**src/riscv_pkg.sv**
```systemverilog
package riscv_pkg;

  // register width of the RV32I base ISA
  localparam int XLEN = 32;

  // data, address and instruction values
  typedef logic [XLEN-1:0] word_t;

  // register index, x0 to x31
  typedef logic [4:0] reg_idx_t;

  // major opcode, insn[6:0]
  typedef logic [6:0] opcode_t;

  // one bit per byte lane of a data word
  typedef logic [3:0] strobe_t;

  // major opcodes
  localparam opcode_t OP_LOAD     = 7'b00_000_11;
  localparam opcode_t OP_STORE    = 7'b01_000_11;
  localparam opcode_t OP_BRANCH   = 7'b11_000_11;
  localparam opcode_t OP_JALR     = 7'b11_001_11;
  localparam opcode_t OP_JAL      = 7'b11_011_11;
  localparam opcode_t OP_MISC_MEM = 7'b00_011_11;
  localparam opcode_t OP_IMM      = 7'b00_100_11;
  localparam opcode_t OP_REG      = 7'b01_100_11;
  localparam opcode_t OP_SYSTEM   = 7'b11_100_11;
  localparam opcode_t OP_AUIPC    = 7'b00_101_11;
  localparam opcode_t OP_LUI      = 7'b01_101_11;

  // ALU operation
  // pass_b forwards the second operand, used by LUI
  typedef enum logic [3:0] {
    ALU_ADD,
    ALU_SUB,
    ALU_SLL,
    ALU_SLT,
    ALU_SLTU,
    ALU_XOR,
    ALU_SRL,
    ALU_SRA,
    ALU_OR,
    ALU_AND,
    ALU_PASS_B
  } alu_op_e;

  // branch condition, none for every non-branch instruction
  typedef enum logic [2:0] {
    BR_NONE,
    BR_EQ,
    BR_NE,
    BR_LT,
    BR_GE,
    BR_LTU,
    BR_GEU
  } br_cond_e;

  // access size of loads and stores, encoded as funct3[1:0]
  typedef enum logic [1:0] {
    MEM_BYTE = 2'b00,
    MEM_HALF = 2'b01,
    MEM_WORD = 2'b10
  } mem_size_e;

endpackage

```
**src/reg_file.sv**
```systemverilog
`timescale 1ns/1ps

module reg_file (
  input  logic               clk,
  input  logic               rst,
  input  riscv_pkg::reg_idx_t rs1_i,
  input  riscv_pkg::reg_idx_t rs2_i,
  output riscv_pkg::word_t   rs1_data_o,
  output riscv_pkg::word_t   rs2_data_o,
  input  riscv_pkg::reg_idx_t rd_i,
  input  riscv_pkg::word_t   rd_data_i,
  input  logic               we_i
);

  localparam int NUM_REGS = 32;

  riscv_pkg::word_t regs [NUM_REGS];

  // two asynchronous read ports
  assign rs1_data_o = regs[rs1_i];
  assign rs2_data_o = regs[rs2_i];

  // x0 is cleared by reset and never written, so it always reads zero
  always_ff @(posedge clk) begin
    if (rst) begin
      for (int i = 0; i < NUM_REGS; i++) begin
        regs[i] <= '0;
      end
    end else if (we_i && (rd_i != 5'd0)) begin
      regs[rd_i] <= rd_data_i;
    end
  end

endmodule

```
**src/insn_decode.sv**
```systemverilog
`timescale 1ns/1ps

module insn_decode (
  input  riscv_pkg::word_t     insn_i,
  output riscv_pkg::reg_idx_t  rs1_o,
  output riscv_pkg::reg_idx_t  rs2_o,
  output riscv_pkg::reg_idx_t  rd_o,
  output riscv_pkg::word_t     imm_o,
  output riscv_pkg::alu_op_e   alu_op_o,
  output logic                 alu_src_imm_o,
  output riscv_pkg::br_cond_e  br_cond_o,
  output logic                 jal_o,
  output logic                 jalr_o,
  output logic                 auipc_o,
  output logic                 load_o,
  output logic                 store_o,
  output riscv_pkg::mem_size_e mem_size_o,
  output logic                 mem_unsigned_o,
  output logic                 reg_write_o,
  output logic                 halt_req_o,
  output logic                 illegal_o
);

  riscv_pkg::opcode_t opcode;
  logic [2:0]         funct3;
  logic [6:0]         funct7;
  riscv_pkg::word_t   imm_i;
  riscv_pkg::word_t   imm_s;
  riscv_pkg::word_t   imm_b;
  riscv_pkg::word_t   imm_j;
  riscv_pkg::word_t   imm_u;
  riscv_pkg::alu_op_e arith_op;
  logic               funct7_ok;

  assign opcode = insn_i[6:0];
  assign funct3 = insn_i[14:12];
  assign funct7 = insn_i[31:25];
  assign rd_o   = insn_i[11:7];
  assign rs1_o  = insn_i[19:15];
  assign rs2_o  = insn_i[24:20];

  // immediates, all sign-extended from insn[31]
  assign imm_i = {{20{insn_i[31]}}, insn_i[31:20]};
  assign imm_s = {{20{insn_i[31]}}, insn_i[31:25], insn_i[11:7]};
  assign imm_b = {{19{insn_i[31]}}, insn_i[31], insn_i[7], insn_i[30:25], insn_i[11:8], 1'b0};
  assign imm_j = {{11{insn_i[31]}}, insn_i[31], insn_i[19:12], insn_i[20], insn_i[30:21], 1'b0};
  assign imm_u = {insn_i[31:12], 12'd0};

  // funct3 to ALU operation, shared by OP and OP-IMM
  // bit 30 picks sub and sra; for OP-IMM it only counts on shifts
  always_comb begin
    case (funct3)
      3'b000:  arith_op = (opcode == riscv_pkg::OP_REG && insn_i[30]) ?
                          riscv_pkg::ALU_SUB : riscv_pkg::ALU_ADD;
      3'b001:  arith_op = riscv_pkg::ALU_SLL;
      3'b010:  arith_op = riscv_pkg::ALU_SLT;
      3'b011:  arith_op = riscv_pkg::ALU_SLTU;
      3'b100:  arith_op = riscv_pkg::ALU_XOR;
      3'b101:  arith_op = insn_i[30] ? riscv_pkg::ALU_SRA : riscv_pkg::ALU_SRL;
      3'b110:  arith_op = riscv_pkg::ALU_OR;
      default: arith_op = riscv_pkg::ALU_AND;
    endcase
  end

  // legal funct7 values: 0x00 everywhere, 0x20 only for sub and sra/srai
  always_comb begin
    if (opcode == riscv_pkg::OP_IMM && funct3 != 3'b001 && funct3 != 3'b101) begin
      funct7_ok = 1'b1;
    end else if (funct7 == 7'b0000000) begin
      funct7_ok = 1'b1;
    end else if (funct7 == 7'b0100000) begin
      funct7_ok = (funct3 == 3'b101) || (opcode == riscv_pkg::OP_REG && funct3 == 3'b000);
    end else begin
      funct7_ok = 1'b0;
    end
  end

  always_comb begin
    imm_o          = imm_i;
    alu_op_o       = riscv_pkg::ALU_ADD;
    alu_src_imm_o  = 1'b1;
    br_cond_o      = riscv_pkg::BR_NONE;
    jal_o          = 1'b0;
    jalr_o         = 1'b0;
    auipc_o        = 1'b0;
    load_o         = 1'b0;
    store_o        = 1'b0;
    mem_size_o     = riscv_pkg::mem_size_e'(funct3[1:0]);
    mem_unsigned_o = funct3[2];
    reg_write_o    = 1'b0;
    halt_req_o     = 1'b0;
    illegal_o      = 1'b0;

    case (opcode)
      riscv_pkg::OP_LUI: begin
        imm_o       = imm_u;
        alu_op_o    = riscv_pkg::ALU_PASS_B;
        reg_write_o = 1'b1;
      end
      riscv_pkg::OP_AUIPC: begin
        imm_o       = imm_u;
        auipc_o     = 1'b1;
        reg_write_o = 1'b1;
      end
      riscv_pkg::OP_JAL: begin
        imm_o       = imm_j;
        jal_o       = 1'b1;
        reg_write_o = 1'b1;
      end
      riscv_pkg::OP_JALR: begin
        jalr_o      = (funct3 == 3'b000);
        reg_write_o = (funct3 == 3'b000);
        illegal_o   = (funct3 != 3'b000);
      end
      riscv_pkg::OP_BRANCH: begin
        imm_o         = imm_b;
        alu_src_imm_o = 1'b0;
        case (funct3)
          3'b000:  br_cond_o = riscv_pkg::BR_EQ;
          3'b001:  br_cond_o = riscv_pkg::BR_NE;
          3'b100:  br_cond_o = riscv_pkg::BR_LT;
          3'b101:  br_cond_o = riscv_pkg::BR_GE;
          3'b110:  br_cond_o = riscv_pkg::BR_LTU;
          3'b111:  br_cond_o = riscv_pkg::BR_GEU;
          default: illegal_o = 1'b1;
        endcase
      end
      riscv_pkg::OP_LOAD: begin
        // lb lh lw lbu lhu only
        if (funct3 == 3'b011 || funct3 == 3'b110 || funct3 == 3'b111) begin
          illegal_o = 1'b1;
        end else begin
          load_o      = 1'b1;
          reg_write_o = 1'b1;
        end
      end
      riscv_pkg::OP_STORE: begin
        imm_o     = imm_s;
        store_o   = (funct3 == 3'b000 || funct3 == 3'b001 || funct3 == 3'b010);
        illegal_o = !(funct3 == 3'b000 || funct3 == 3'b001 || funct3 == 3'b010);
      end
      riscv_pkg::OP_IMM, riscv_pkg::OP_REG: begin
        alu_op_o      = arith_op;
        alu_src_imm_o = (opcode == riscv_pkg::OP_IMM);
        reg_write_o   = funct7_ok;
        illegal_o     = !funct7_ok;
      end
      riscv_pkg::OP_MISC_MEM: begin
        // fence completes in order anyway, nothing to do
      end
      riscv_pkg::OP_SYSTEM: begin
        // ecall is the only supported system instruction
        halt_req_o = (insn_i[31:7] == 25'd0);
        illegal_o  = (insn_i[31:7] != 25'd0);
      end
      default: begin
        illegal_o = 1'b1;
      end
    endcase
  end

endmodule

```
**src/alu.sv**
```systemverilog
`timescale 1ns/1ps

module alu (
  input  riscv_pkg::word_t    a_i,
  input  riscv_pkg::word_t    b_i,
  input  riscv_pkg::alu_op_e  op_i,
  input  riscv_pkg::br_cond_e cond_i,
  output riscv_pkg::word_t    result_o,
  output logic                taken_o
);

  logic [4:0] shamt;
  logic       lt_signed;
  logic       lt_unsigned;
  logic       equal;

  assign shamt = b_i[4:0];

  // comparisons shared by slt/sltu and the branches
  assign lt_signed   = $signed(a_i) < $signed(b_i);
  assign lt_unsigned = a_i < b_i;
  assign equal       = (a_i == b_i);

  always_comb begin
    case (op_i)
      riscv_pkg::ALU_ADD:    result_o = a_i + b_i;
      riscv_pkg::ALU_SUB:    result_o = a_i - b_i;
      riscv_pkg::ALU_SLL:    result_o = a_i << shamt;
      riscv_pkg::ALU_SLT:    result_o = {31'd0, lt_signed};
      riscv_pkg::ALU_SLTU:   result_o = {31'd0, lt_unsigned};
      riscv_pkg::ALU_XOR:    result_o = a_i ^ b_i;
      riscv_pkg::ALU_SRL:    result_o = a_i >> shamt;
      riscv_pkg::ALU_SRA:    result_o = riscv_pkg::word_t'($signed(a_i) >>> shamt);
      riscv_pkg::ALU_OR:     result_o = a_i | b_i;
      riscv_pkg::ALU_AND:    result_o = a_i & b_i;
      riscv_pkg::ALU_PASS_B: result_o = b_i;
      default:               result_o = '0;
    endcase
  end

  // branch decision, evaluated alongside the result
  always_comb begin
    case (cond_i)
      riscv_pkg::BR_EQ:  taken_o = equal;
      riscv_pkg::BR_NE:  taken_o = !equal;
      riscv_pkg::BR_LT:  taken_o = lt_signed;
      riscv_pkg::BR_GE:  taken_o = !lt_signed;
      riscv_pkg::BR_LTU: taken_o = lt_unsigned;
      riscv_pkg::BR_GEU: taken_o = !lt_unsigned;
      default:           taken_o = 1'b0;
    endcase
  end

endmodule

```
**src/load_store_unit.sv**
```systemverilog
`timescale 1ns/1ps

module load_store_unit (
  input  riscv_pkg::word_t     addr_i,
  input  riscv_pkg::word_t     store_data_i,
  input  logic                 store_i,
  input  logic                 load_i,
  input  riscv_pkg::mem_size_e size_i,
  input  logic                 unsigned_i,
  output riscv_pkg::word_t     dmem_addr_o,
  output riscv_pkg::word_t     dmem_wdata_o,
  output riscv_pkg::strobe_t   dmem_strb_o,
  input  riscv_pkg::word_t     dmem_rdata_i,
  output riscv_pkg::word_t     load_data_o
);

  logic [1:0]        offset;
  riscv_pkg::word_t  lane_data;
  riscv_pkg::word_t  extended;
  logic              misaligned;

  assign offset      = addr_i[1:0];
  assign dmem_addr_o = {addr_i[31:2], 2'b00};

  // store side
  // the value is copied into every lane, the strobe picks the one written
  always_comb begin
    case (size_i)
      riscv_pkg::MEM_BYTE: begin
        dmem_wdata_o = {4{store_data_i[7:0]}};
        dmem_strb_o  = riscv_pkg::strobe_t'(4'b0001 << offset);
      end
      riscv_pkg::MEM_HALF: begin
        dmem_wdata_o = {2{store_data_i[15:0]}};
        dmem_strb_o  = offset[1] ? 4'b1100 : 4'b0011;
      end
      default: begin
        dmem_wdata_o = store_data_i;
        dmem_strb_o  = 4'b1111;
      end
    endcase
    if (!store_i) begin
      dmem_strb_o = '0;
    end
  end

  // load side, move the addressed lane down to bit 0
  assign lane_data = dmem_rdata_i >> {offset, 3'b000};

  always_comb begin
    case (size_i)
      riscv_pkg::MEM_BYTE: begin
        extended = unsigned_i ? {24'd0, lane_data[7:0]} :
                                {{24{lane_data[7]}}, lane_data[7:0]};
      end
      riscv_pkg::MEM_HALF: begin
        extended = unsigned_i ? {16'd0, lane_data[15:0]} :
                                {{16{lane_data[15]}}, lane_data[15:0]};
      end
      default: begin
        extended = dmem_rdata_i;
      end
    endcase
  end

  assign load_data_o = load_i ? extended : '0;

  // halfwords must not straddle lanes 1-2 or cross the word
  assign misaligned = ((size_i == riscv_pkg::MEM_HALF) && offset[0]) ||
                      ((size_i == riscv_pkg::MEM_WORD) && (offset != 2'b00));

  always_comb begin
    if (load_i || store_i) begin
      assert final (!misaligned)
        else $error("misaligned access at %h, size %s", addr_i, size_i.name());
    end
  end

endmodule

```
**src/rv_core.sv**
```systemverilog
`timescale 1ns/1ps

module rv_core #(
  parameter riscv_pkg::word_t RESET_PC = '0
) (
  input  logic                clk,
  input  logic                rst,
  output riscv_pkg::word_t    imem_addr_o,
  input  riscv_pkg::word_t    imem_data_i,
  output riscv_pkg::word_t    dmem_addr_o,
  output riscv_pkg::word_t    dmem_wdata_o,
  input  riscv_pkg::word_t    dmem_rdata_i,
  output riscv_pkg::strobe_t  dmem_strb_o,
  output logic                halt_o,
  output logic                illegal_o
);

  riscv_pkg::word_t     pc_q;
  riscv_pkg::word_t     pc_next;
  riscv_pkg::word_t     pc_plus4;
  riscv_pkg::word_t     pc_imm;
  logic                 halt_q;
  logic                 illegal_q;
  logic                 active;
  logic                 stop;

  riscv_pkg::reg_idx_t  rs1_idx;
  riscv_pkg::reg_idx_t  rs2_idx;
  riscv_pkg::reg_idx_t  rd_idx;
  riscv_pkg::word_t     rs1_data;
  riscv_pkg::word_t     rs2_data;
  riscv_pkg::word_t     imm;
  riscv_pkg::word_t     alu_b;
  riscv_pkg::word_t     alu_result;
  riscv_pkg::word_t     load_data;
  riscv_pkg::word_t     wb_data;
  riscv_pkg::alu_op_e   alu_op;
  riscv_pkg::br_cond_e  br_cond;
  riscv_pkg::mem_size_e mem_size;
  logic                 alu_src_imm;
  logic                 jal;
  logic                 jalr;
  logic                 auipc;
  logic                 load;
  logic                 store;
  logic                 mem_unsigned;
  logic                 reg_write;
  logic                 halt_req;
  logic                 illegal;
  logic                 taken;

  assign imem_addr_o = pc_q;
  assign halt_o      = halt_q;
  assign illegal_o   = illegal_q;

  // no side effects while reset is applied or after a halt
  assign active = !rst && !halt_q;
  assign stop   = halt_req || illegal;

  insn_decode insn_decode_inst (
    .insn_i         (imem_data_i),
    .rs1_o          (rs1_idx),
    .rs2_o          (rs2_idx),
    .rd_o           (rd_idx),
    .imm_o          (imm),
    .alu_op_o       (alu_op),
    .alu_src_imm_o  (alu_src_imm),
    .br_cond_o      (br_cond),
    .jal_o          (jal),
    .jalr_o         (jalr),
    .auipc_o        (auipc),
    .load_o         (load),
    .store_o        (store),
    .mem_size_o     (mem_size),
    .mem_unsigned_o (mem_unsigned),
    .reg_write_o    (reg_write),
    .halt_req_o     (halt_req),
    .illegal_o      (illegal)
  );

  reg_file reg_file_inst (
    .clk        (clk),
    .rst        (rst),
    .rs1_i      (rs1_idx),
    .rs2_i      (rs2_idx),
    .rs1_data_o (rs1_data),
    .rs2_data_o (rs2_data),
    .rd_i       (rd_idx),
    .rd_data_i  (wb_data),
    .we_i       (reg_write && active)
  );

  assign alu_b = alu_src_imm ? imm : rs2_data;

  alu alu_inst (
    .a_i      (rs1_data),
    .b_i      (alu_b),
    .op_i     (alu_op),
    .cond_i   (br_cond),
    .result_o (alu_result),
    .taken_o  (taken)
  );

  // effective address is the ALU sum rs1 + imm
  load_store_unit load_store_unit_inst (
    .addr_i       (alu_result),
    .store_data_i (rs2_data),
    .store_i      (store && active),
    .load_i       (load && active),
    .size_i       (mem_size),
    .unsigned_i   (mem_unsigned),
    .dmem_addr_o  (dmem_addr_o),
    .dmem_wdata_o (dmem_wdata_o),
    .dmem_strb_o  (dmem_strb_o),
    .dmem_rdata_i (dmem_rdata_i),
    .load_data_o  (load_data)
  );

  assign pc_plus4 = pc_q + 32'd4;
  assign pc_imm   = pc_q + imm;

  always_comb begin
    if (load) begin
      wb_data = load_data;
    end else if (jal || jalr) begin
      wb_data = pc_plus4;
    end else if (auipc) begin
      wb_data = pc_imm;
    end else begin
      wb_data = alu_result;
    end
  end

  // ecall and illegal opcodes keep the pc on the halting instruction
  always_comb begin
    if (halt_q || stop) begin
      pc_next = pc_q;
    end else if (jalr) begin
      pc_next = {alu_result[31:1], 1'b0};
    end else if (jal || taken) begin
      pc_next = pc_imm;
    end else begin
      pc_next = pc_plus4;
    end
  end

  always_ff @(posedge clk) begin
    if (rst) begin
      pc_q      <= RESET_PC;
      halt_q    <= 1'b0;
      illegal_q <= 1'b0;
    end else begin
      pc_q <= pc_next;
      if (!halt_q) begin
        halt_q    <= stop;
        illegal_q <= illegal;
      end
    end
  end

  // catches misaligned jump and branch targets
  pc_aligned_a : assert property (@(posedge clk) disable iff (rst) pc_q[1:0] == 2'b00)
    else $error("pc %h not word-aligned", pc_q);

  pc_held_a : assert property (@(posedge clk) disable iff (rst) halt_q |=> $stable(pc_q))
    else $error("pc moved while halted");

endmodule

```
**config.mk**
```make
export PLATFORM = sky130hd
export DESIGN_NAME = rv_core
export DESIGN_NICKNAME = d
export VERILOG_FILES = /design/src/riscv_pkg.sv /design/src/reg_file.sv /design/src/insn_decode.sv /design/src/alu.sv /design/src/load_store_unit.sv /design/src/rv_core.sv
export SDC_FILE = /design/constraint.sdc
export NUM_CORES = 2
export LEC_CHECK = 0
export ABC_AREA = 1
export BUFFER_PORTS_ARGS = -buffer_cell sky130_fd_sc_hd__buf_4
export CAP_MARGIN = 0
export CORE_MARGIN = 4
export CORE_UTILIZATION = 25
export DETAILED_ROUTE_END_ITERATION = 8
export PLACE_DENSITY_LB_ADDON = 0.3
export SYNTH_ARGS = -nofsm -noshare
export SYNTH_HDL_FRONTEND = slang
export SYNTH_SLANG_ARGS = --single-unit
```
**constraint.sdc**
```tcl
create_clock -name clk -period 7.2 [get_ports clk]
set_clock_uncertainty 0.2 [all_clocks]
set_input_delay 1.08 -clock clk [delete_from_list [all_inputs] [get_ports clk]]
set_output_delay 1.08 -clock clk [all_outputs]
set_load 0.005 [all_outputs]
```
After elaboration in Yosys (flattened, before gate mapping)
Memories as Yosys holds them, arrays and structs flattened.
Index checks and enable logic that the tools add are counted.
{"block": "classes", "add_sub_neg": 4, "n_lt_le_gt_ge": 2, "n_eq_ne": 39, "shift": 5, "n_mux": 47, "n_bitwise": 3, "reduce_logical": 39}
{"operator": "one-hot mux 32 bit (11 select lines)", "count": 1}
{"operator": "2-to-1 mux 32 bit", "count": 10}
{"operator": "one-hot mux 32 bit (2 select lines)", "count": 2}
{"operator": "one-hot mux 31 bit (4 select lines)", "count": 1}
{"operator": "adder 32 bit", "count": 2}
{"operator": "< comparator 32 bit", "count": 2}
{"operator": "adder 32 x 3 -> 32 bit (second input constant)", "count": 1}
{"operator": "AND 32 bit", "count": 1}
{"operator": "== test 32 bit", "count": 1}
{"operator": "bitwise OR 32 bit", "count": 1}
{"operator": "OR reduction 32 bit", "count": 1}
{"operator": "<< shifter 32 x 5 -> 32 bit", "count": 1}
{"operator": "right shift 32 x 5 -> 16 bit", "count": 1}
{"operator": "right shift 32 x 5 -> 32 bit", "count": 1}
{"operator": ">>> shifter 32 x 5 -> 32 bit", "count": 1}
{"operator": "subtractor 32 bit", "count": 1}
{"operator": "bitwise XOR 32 bit", "count": 1}
{"operator": "== test 7 x 6 -> 1 bit (second input constant)", "count": 4}
{"operator": "== test 7 bit (second input constant)", "count": 4}
{"operator": "one-hot mux 4 bit (7 select lines)", "count": 1}
{"operator": "logical NOT 25 bit", "count": 1}
{"operator": "nonzero test 25 bit", "count": 1}
{"operator": "== test 3 bit (second input constant)", "count": 7}
{"operator": "2-to-1 mux 1 bit", "count": 21}
{"operator": "35 further kinds", "count": 71}
{"block": "word_totals", "ff_bits": 34, "mem_bits_rw": 1024, "inputBits": 66, "output_inout_bits": 102, "word_cells": 143, "n_memories": 1}
{"name": "reg_file_inst.regs", "words": 32, "word_bits": 32, "rd": 2, "rd_clocked_by_memory_dff": 0, "write_ports": 32, "line": "reg_file.sv:17", "rtl": "riscv_pkg::word_t regs [NUM_REGS];"}

Depth between registers and ports, before layout
{"block": "logic_depth", "depth_word": 14, "depth_mapped": 46, "ltp_nobuf": 36}

Modules after synthesis
A second synthesis with hierarchy kept.
{"block": "hier_totals", "cells_unflattened": 10987, "hier_area_um2": 75811.5}
{"module": "reg_file", "n_inst": 1, "cells_per_inst": 7191, "area_each_um2": 56678.1, "seq_area_each_um2": 30749.5}
{"module": "alu", "n_inst": 1, "cells_per_inst": 2082, "area_each_um2": 10296.1, "seq_area_each_um2": 0.0}
{"module": "rv_core", "n_inst": 1, "cells_per_inst": 1170, "area_each_um2": 6243.5, "seq_area_each_um2": 680.7}
{"module": "load_store_unit", "n_inst": 1, "cells_per_inst": 338, "area_each_um2": 1576.5, "seq_area_each_um2": 0.0}
{"module": "insn_decode", "n_inst": 1, "cells_per_inst": 206, "area_each_um2": 1017.2, "seq_area_each_um2": 0.0}

Worst setup path after synthesis
No wires, ideal clock.
{"block": "synth_timing", "path_kind": "input-to-output", "startpoint": "input port imem_data_i[21]", "endpoint": "output port dmem_strb_o[3]", "arrival_time_ns": 6.304, "t_required_ns": 5.920, "slack_ns": -0.384, "cell_stages": 39, "path_buffers": 12, "path_cell_list": "inv_2 buf_4 buf_6 buf_2 buf_2 clkbuf_1 buf_2 buf_2 buf_1 buf_1 nand3_1 nand3_1 o311ai_0 nand3_1 o21ai_0 nand2_1 o21ai_0 ha_1 [3 not listed] o21ai_1 inv_1 o21ai_1 nand2_1 nand2_1 nand2_1 nand2_1 inv_1 nand2_1 nand3_1 nand2_1 nor2_1 nand2_2 buf_4 buf_2 o21ai_0 or2_2 inv_1"}
{"block": "synth_between", "elab_chain_cells": 7, "word_cells_on_any_way": 18}
{"element": "start: declaration", "line": "rv_core.sv:9", "rtl": "input riscv_pkg::word_t imem_data_i,"}
{"element": "memory (32 x 32 bit) or one-hot mux 31 bit (4 select lines) (tied branches)"}
{"element": "2-to-1 mux 32 bit *", "line": "rv_core.sv:93", "rtl": "assign alu_b = alu_src_imm ? imm : rs2_data;"}
{"element": "subtractor 32 bit (tied with other cells)", "line": "alu.sv:27", "rtl": "riscv_pkg::ALU_SUB: result_o = a_i - b_i;"}
{"element": "one-hot mux 32 bit (11 select lines) *", "line": "alu.sv:25", "rtl": "case (op_i)"}
{"element": "2-to-1 mux 4 bit or << shifter 1 x 2 -> 4 bit (tied branches)", "line": "load_store_unit.sv:35, load_store_unit.sv:31"}
{"element": "one-hot mux 4 bit (2 select lines) *", "line": "load_store_unit.sv:28", "rtl": "case (size_i)"}
{"element": "2-to-1 mux 4 bit *", "line": "load_store_unit.sv:42", "rtl": "if (!store_i) begin"}
{"element": "end: declaration", "line": "rv_core.sv:13", "rtl": "output riscv_pkg::strobe_t dmem_strb_o,"}
Mark *: on every way between the ends. The rest lies on a longest branch, timed or not.

Worst setup path after layout
{"block": "layout_timing", "startpoint": "input port imem_data_i[20]", "endpoint": "output port dmem_addr_o[25]"}
{"block": "layout_between", "elab_chain_cells": 4, "word_cells_on_any_way": 12}
{"element": "memory (32 x 32 bit) or one-hot mux 31 bit (4 select lines) (tied branches)"}
{"element": "2-to-1 mux 32 bit *", "line": "rv_core.sv:93"}
{"element": "subtractor 32 bit (tied with other cells)", "line": "alu.sv:27"}
{"element": "one-hot mux 32 bit (11 select lines) *", "line": "alu.sv:25"}
{"element": "end: declaration", "line": "rv_core.sv:10", "rtl": "output riscv_pkg::word_t dmem_addr_o,"}
Marked as above.

==> impl_summary.log <==
INFO  metric worstHoldStart = illegal_o
INFO  metric hold_path_class = flip-flop to flip-flop
INFO  metric synth_edf_count = 1024
INFO  metric outcome = finished with violations
INFO  metric max_freq = 140 MHz
INFO  metric dr_total_vias = 80000
INFO  metric routed_wl = 400000 um
INFO  metric dieArea = 307000 sq um
INFO  metric fp.dieW = between 500 and 600 um
INFO  metric worst_setup_path_start_kind = primary input
INFO  metric worst_setup_path_start = imem_data_i[20]
INFO  metric timing.final.max_slew_violations = 1
INFO  metric worst_margin_pin_slew = 1490 ps
INFO  metric count_of_clock_tree_sinks = between 1000 and 1500
INFO  metric max-clock-path-buffers = 3
INFO  metric final_cell_count_no_fill = ~15000
INFO  metric final.min_clock_period = 7150 ps
INFO  metric highest_layer = met5
INFO  metric design.core.area = 297000 sq um
INFO  metric worstPathMaxFanout = 25
INFO  metric wire_per_inst = 27.5 um
INFO  metric pin_count_of_the_biggest_net_entering_global_routing = 64
INFO  metric antenna_found_initial = 10
INFO  metric min_period_over_period = 0.993
INFO  metric detail_route.first_pass.iterations = 7
INFO  metric cts_htree_levels = 4
INFO  metric fillCellCount = 31900
INFO  metric syn_area_per_cell = 7.59 sq um
INFO  metric synth_sequential_area_ratio = 0.421
INFO  metric yosys_register_bits = 1058
INFO  metric cts.clk_slew.worst_paths = 60 ps
INFO  metric portBuffers = 165
INFO  metric power.leakage = 0.0380 uW
INFO  metric power.ir.vdd_worst = 264 uV
INFO  metric worstReg2RegStart = reg_file_inst.regs[22][5]
INFO  metric powerDensity = roughly 220 nW/um^2
INFO  metric viasPerCell = between 5 and 6
INFO  metric cts_hold_buf = 0
INFO  metric finalHoldViolCount = 0
INFO  metric synth_top_flop_cell = edfxtp_1
INFO  metric multi_input_comb_area = between 30000 and 40000 sq um
INFO  metric slew-limit-headroom = -0.000309
INFO  metric timing_worst_setup_path_type = primary input to output port
INFO  metric leading_cell_type_in_the_layout_fill_and_taps_excluded = nand2_1
INFO  metric cts_tree = built
INFO  metric whs = 374 ps
INFO  metric area.sequential = roughly 31000 sq um
INFO  metric route.layer.met1.wl = 161000 um
INFO  metric dr_wl_met2 = 173000 um
INFO  metric initial_core_utilization = 0.251
INFO  metric floorplan.die.height = about 550 um
INFO  metric mostFrequentLayoutCells = 2276 x nand2_1, 1172 x a21oi_1, 1165 x buf_4, 1164 x nand3_1, 1024 x edfxtp_1
INFO  metric synth_async_sr_flop_share = 0
INFO  metric grt_remaining_overflow = 0
INFO  metric endpoint_kind = output port
INFO  metric cp_data_arrival_time = 5870 ps
INFO  metric io_pins = 168
INFO  metric violated_checks = max-capacitance violations, max-slew violations
INFO  metric final_layout_net_count = 10700
INFO  metric synth_cell_types = 68
INFO  metric synthCells = a little under 10000
INFO  metric post_route_ant_nets = 0
INFO  metric first_pass_grt_wire_length = 555000 um
INFO  metric report.final.setup_viol = 0
INFO  metric ys_warn_count = 0
INFO  metric met3_wirelength = ~43000 um
INFO  metric share_of_layout_cells_above_drive_strength_1 = 0.206
INFO  metric remaining_design_rule_violation_count = 0
INFO  metric fin_total_pwr = 20400 uW
INFO  metric worstPathRequired = 5920 ps
INFO  metric cts_buffers = about 130
INFO  metric grt_pass1_vias = 73500
INFO  metric cap_violations = 1
INFO  metric unrepaired_setup_endpoints_after_global_routing = true
INFO  metric routabilityCongestion = 1.01
INFO  metric cts.root.buffer_cell = clkbuf_16
INFO  metric grt_usage = 0.248
INFO  metric post-place-cells = 14300
INFO  metric synth.cell_area = 74600 sq um
INFO  metric place_hpwl = 277000 um
INFO  metric clk_latency = 820 ps
INFO  metric syn2layout_area_growth = 25.5%
INFO  metric drt-initial-drc-count = 11900
INFO  metric utilization = 0.315
INFO  metric num_rows = 200
## per-layer routing
metal / up-vias / track usage
li1: 35200 / -
met1: 38900 / 0.333
met2: 4905 / 0.377
met3: 921 / 0.0493
met4: 10 / 0.123
met5: - / 0
## cell usage after synthesis, drive strengths merged (5+ instances only)
cell | n | area (sq um)
a21boi | 10 | 75.1
nor2 | 676 | 2560
edfxtp | 1024 | 30700
nor4 | 9 | 56.3
o22ai | 24 | 150
a221oi | 11 | 96.3
a22oi | 55 | 413
o21bai | 12 | 90.1
a31oi | 35 | 219
o21a | 20 | 150
dfxtp | 34 | 681
a32o | 7 | 70.1
nand4 | 56 | 350
o21ai | 689 | 3470
xor2 | 43 | 377
buf | 561 | 3060
nand3b | 5 | 37.5
o211ai | 150 | 1130
o221ai | 60 | 526
o311ai | 16 | 140
nand2 | 2374 | 9060
clkbuf | 294 | 1110
a21oi | 1488 | 8570
nor3 | 54 | 308
a211oi | 9 | 67.6
or2 | 28 | 175
xnor2 | 20 | 175
o31ai | 5 | 37.5
nand3 | 1202 | 6110
inv | 689 | 2590
ha | 133 | 1660
## metrics by stage
stage / setup TNS [ps] / cell area (sq um) / setup slack, ps
2_1_floorplan: 0 / 74700 / 8.74
3_3_place_gp: -947580 / 88300 / -1210
3_5_place_dp: -1024920 / 88300 / -1280
4_1_cts: -6.58 / 92800 / -4.21
5_1_grt: -207 / 93600 / -55.4
6_report: 0 / 93600 / 50.9
## timing repair
item | 4_1_cts | 5_1_grt
pin swaps | 6 | 22
gates cloned | 1 | 6
endpoints found under the setup margin | 868 | 29
hold endpoints to repair | 0 | 0
buffers inserted | 4 | 7
resized for setup | 58 | 173
## kinds of logic (layout without fill, tap and decap cells)
kind of cell / count (synthesis) / count (layout) / synth area share
compound gates: 2612 / 2612 / 0.206
xor+xnor: 63 / 63 / 0.00740
fa+ha+maj: 136 / 136 / 0.0231
buf+inv: 1548 / 2312 / 0.0908
flops: 1058 / 1058 / 0.421
mux: 1 / 1 / 0.000134
other cells: 1 / 40 / 0.0000503
simple gates: 4409 / 4409 / 0.251
## worst max-delay path: stages
cell	delay, ps
buf_12	150
inv_8	70
buf_16	170
buf_12	170
buf_12	160
buf_4	180
a21oi_1	130
a22oi_1	110
o211ai_1	530
nand3_2	250
nand2_4	180
inv_1	70
ha_1	380
buf_4	190
a21oi_1	280
o21ai_0	250
a221oi_2	240
nand2_2	150
inv_1	80
nand2_1	50
nand3_1	120
nand4_1	170
a21oi_2	130
nand4_1	260
buf_4	240
## sequential cells by signal, indices dropped and copies added (netlist names)
register	flops
imem_addr_o	32
reg_file_inst.regs	1024
halt_o	1
illegal_o	1
## final timing paths
path                                 to  slack, ps  depth (start not counted)
min reg2reg                   illegal_o        370                          2
max                     dmem_addr_o[25]         50                         25
min                           illegal_o        370                          2
max reg2reg  reg_file_inst.regs[19][15]        870                         39
## layout make-up
type	instances	area share
diodes	6	0.000160
clock buffers	166	0.0367
clock inverters	66	0.00797
inverters	693	0.0285
multi-input cells	7255	0.398
flip-flops and latches	1058	0.336
well taps	3939	0.0527
repair buffers	1386	0.140
repair inverters	1	0.000120
## where the power goes
part / internal, uW / switching [uW] / total (uW)
clock network: 3670 / 2910 / 6590
logic: 2250 / 4500 / 6750
registers: 6970 / 120 / 7090
total: 12900 / 7540 / 20400
Note: power is estimated with default switching activity, not from simulation.
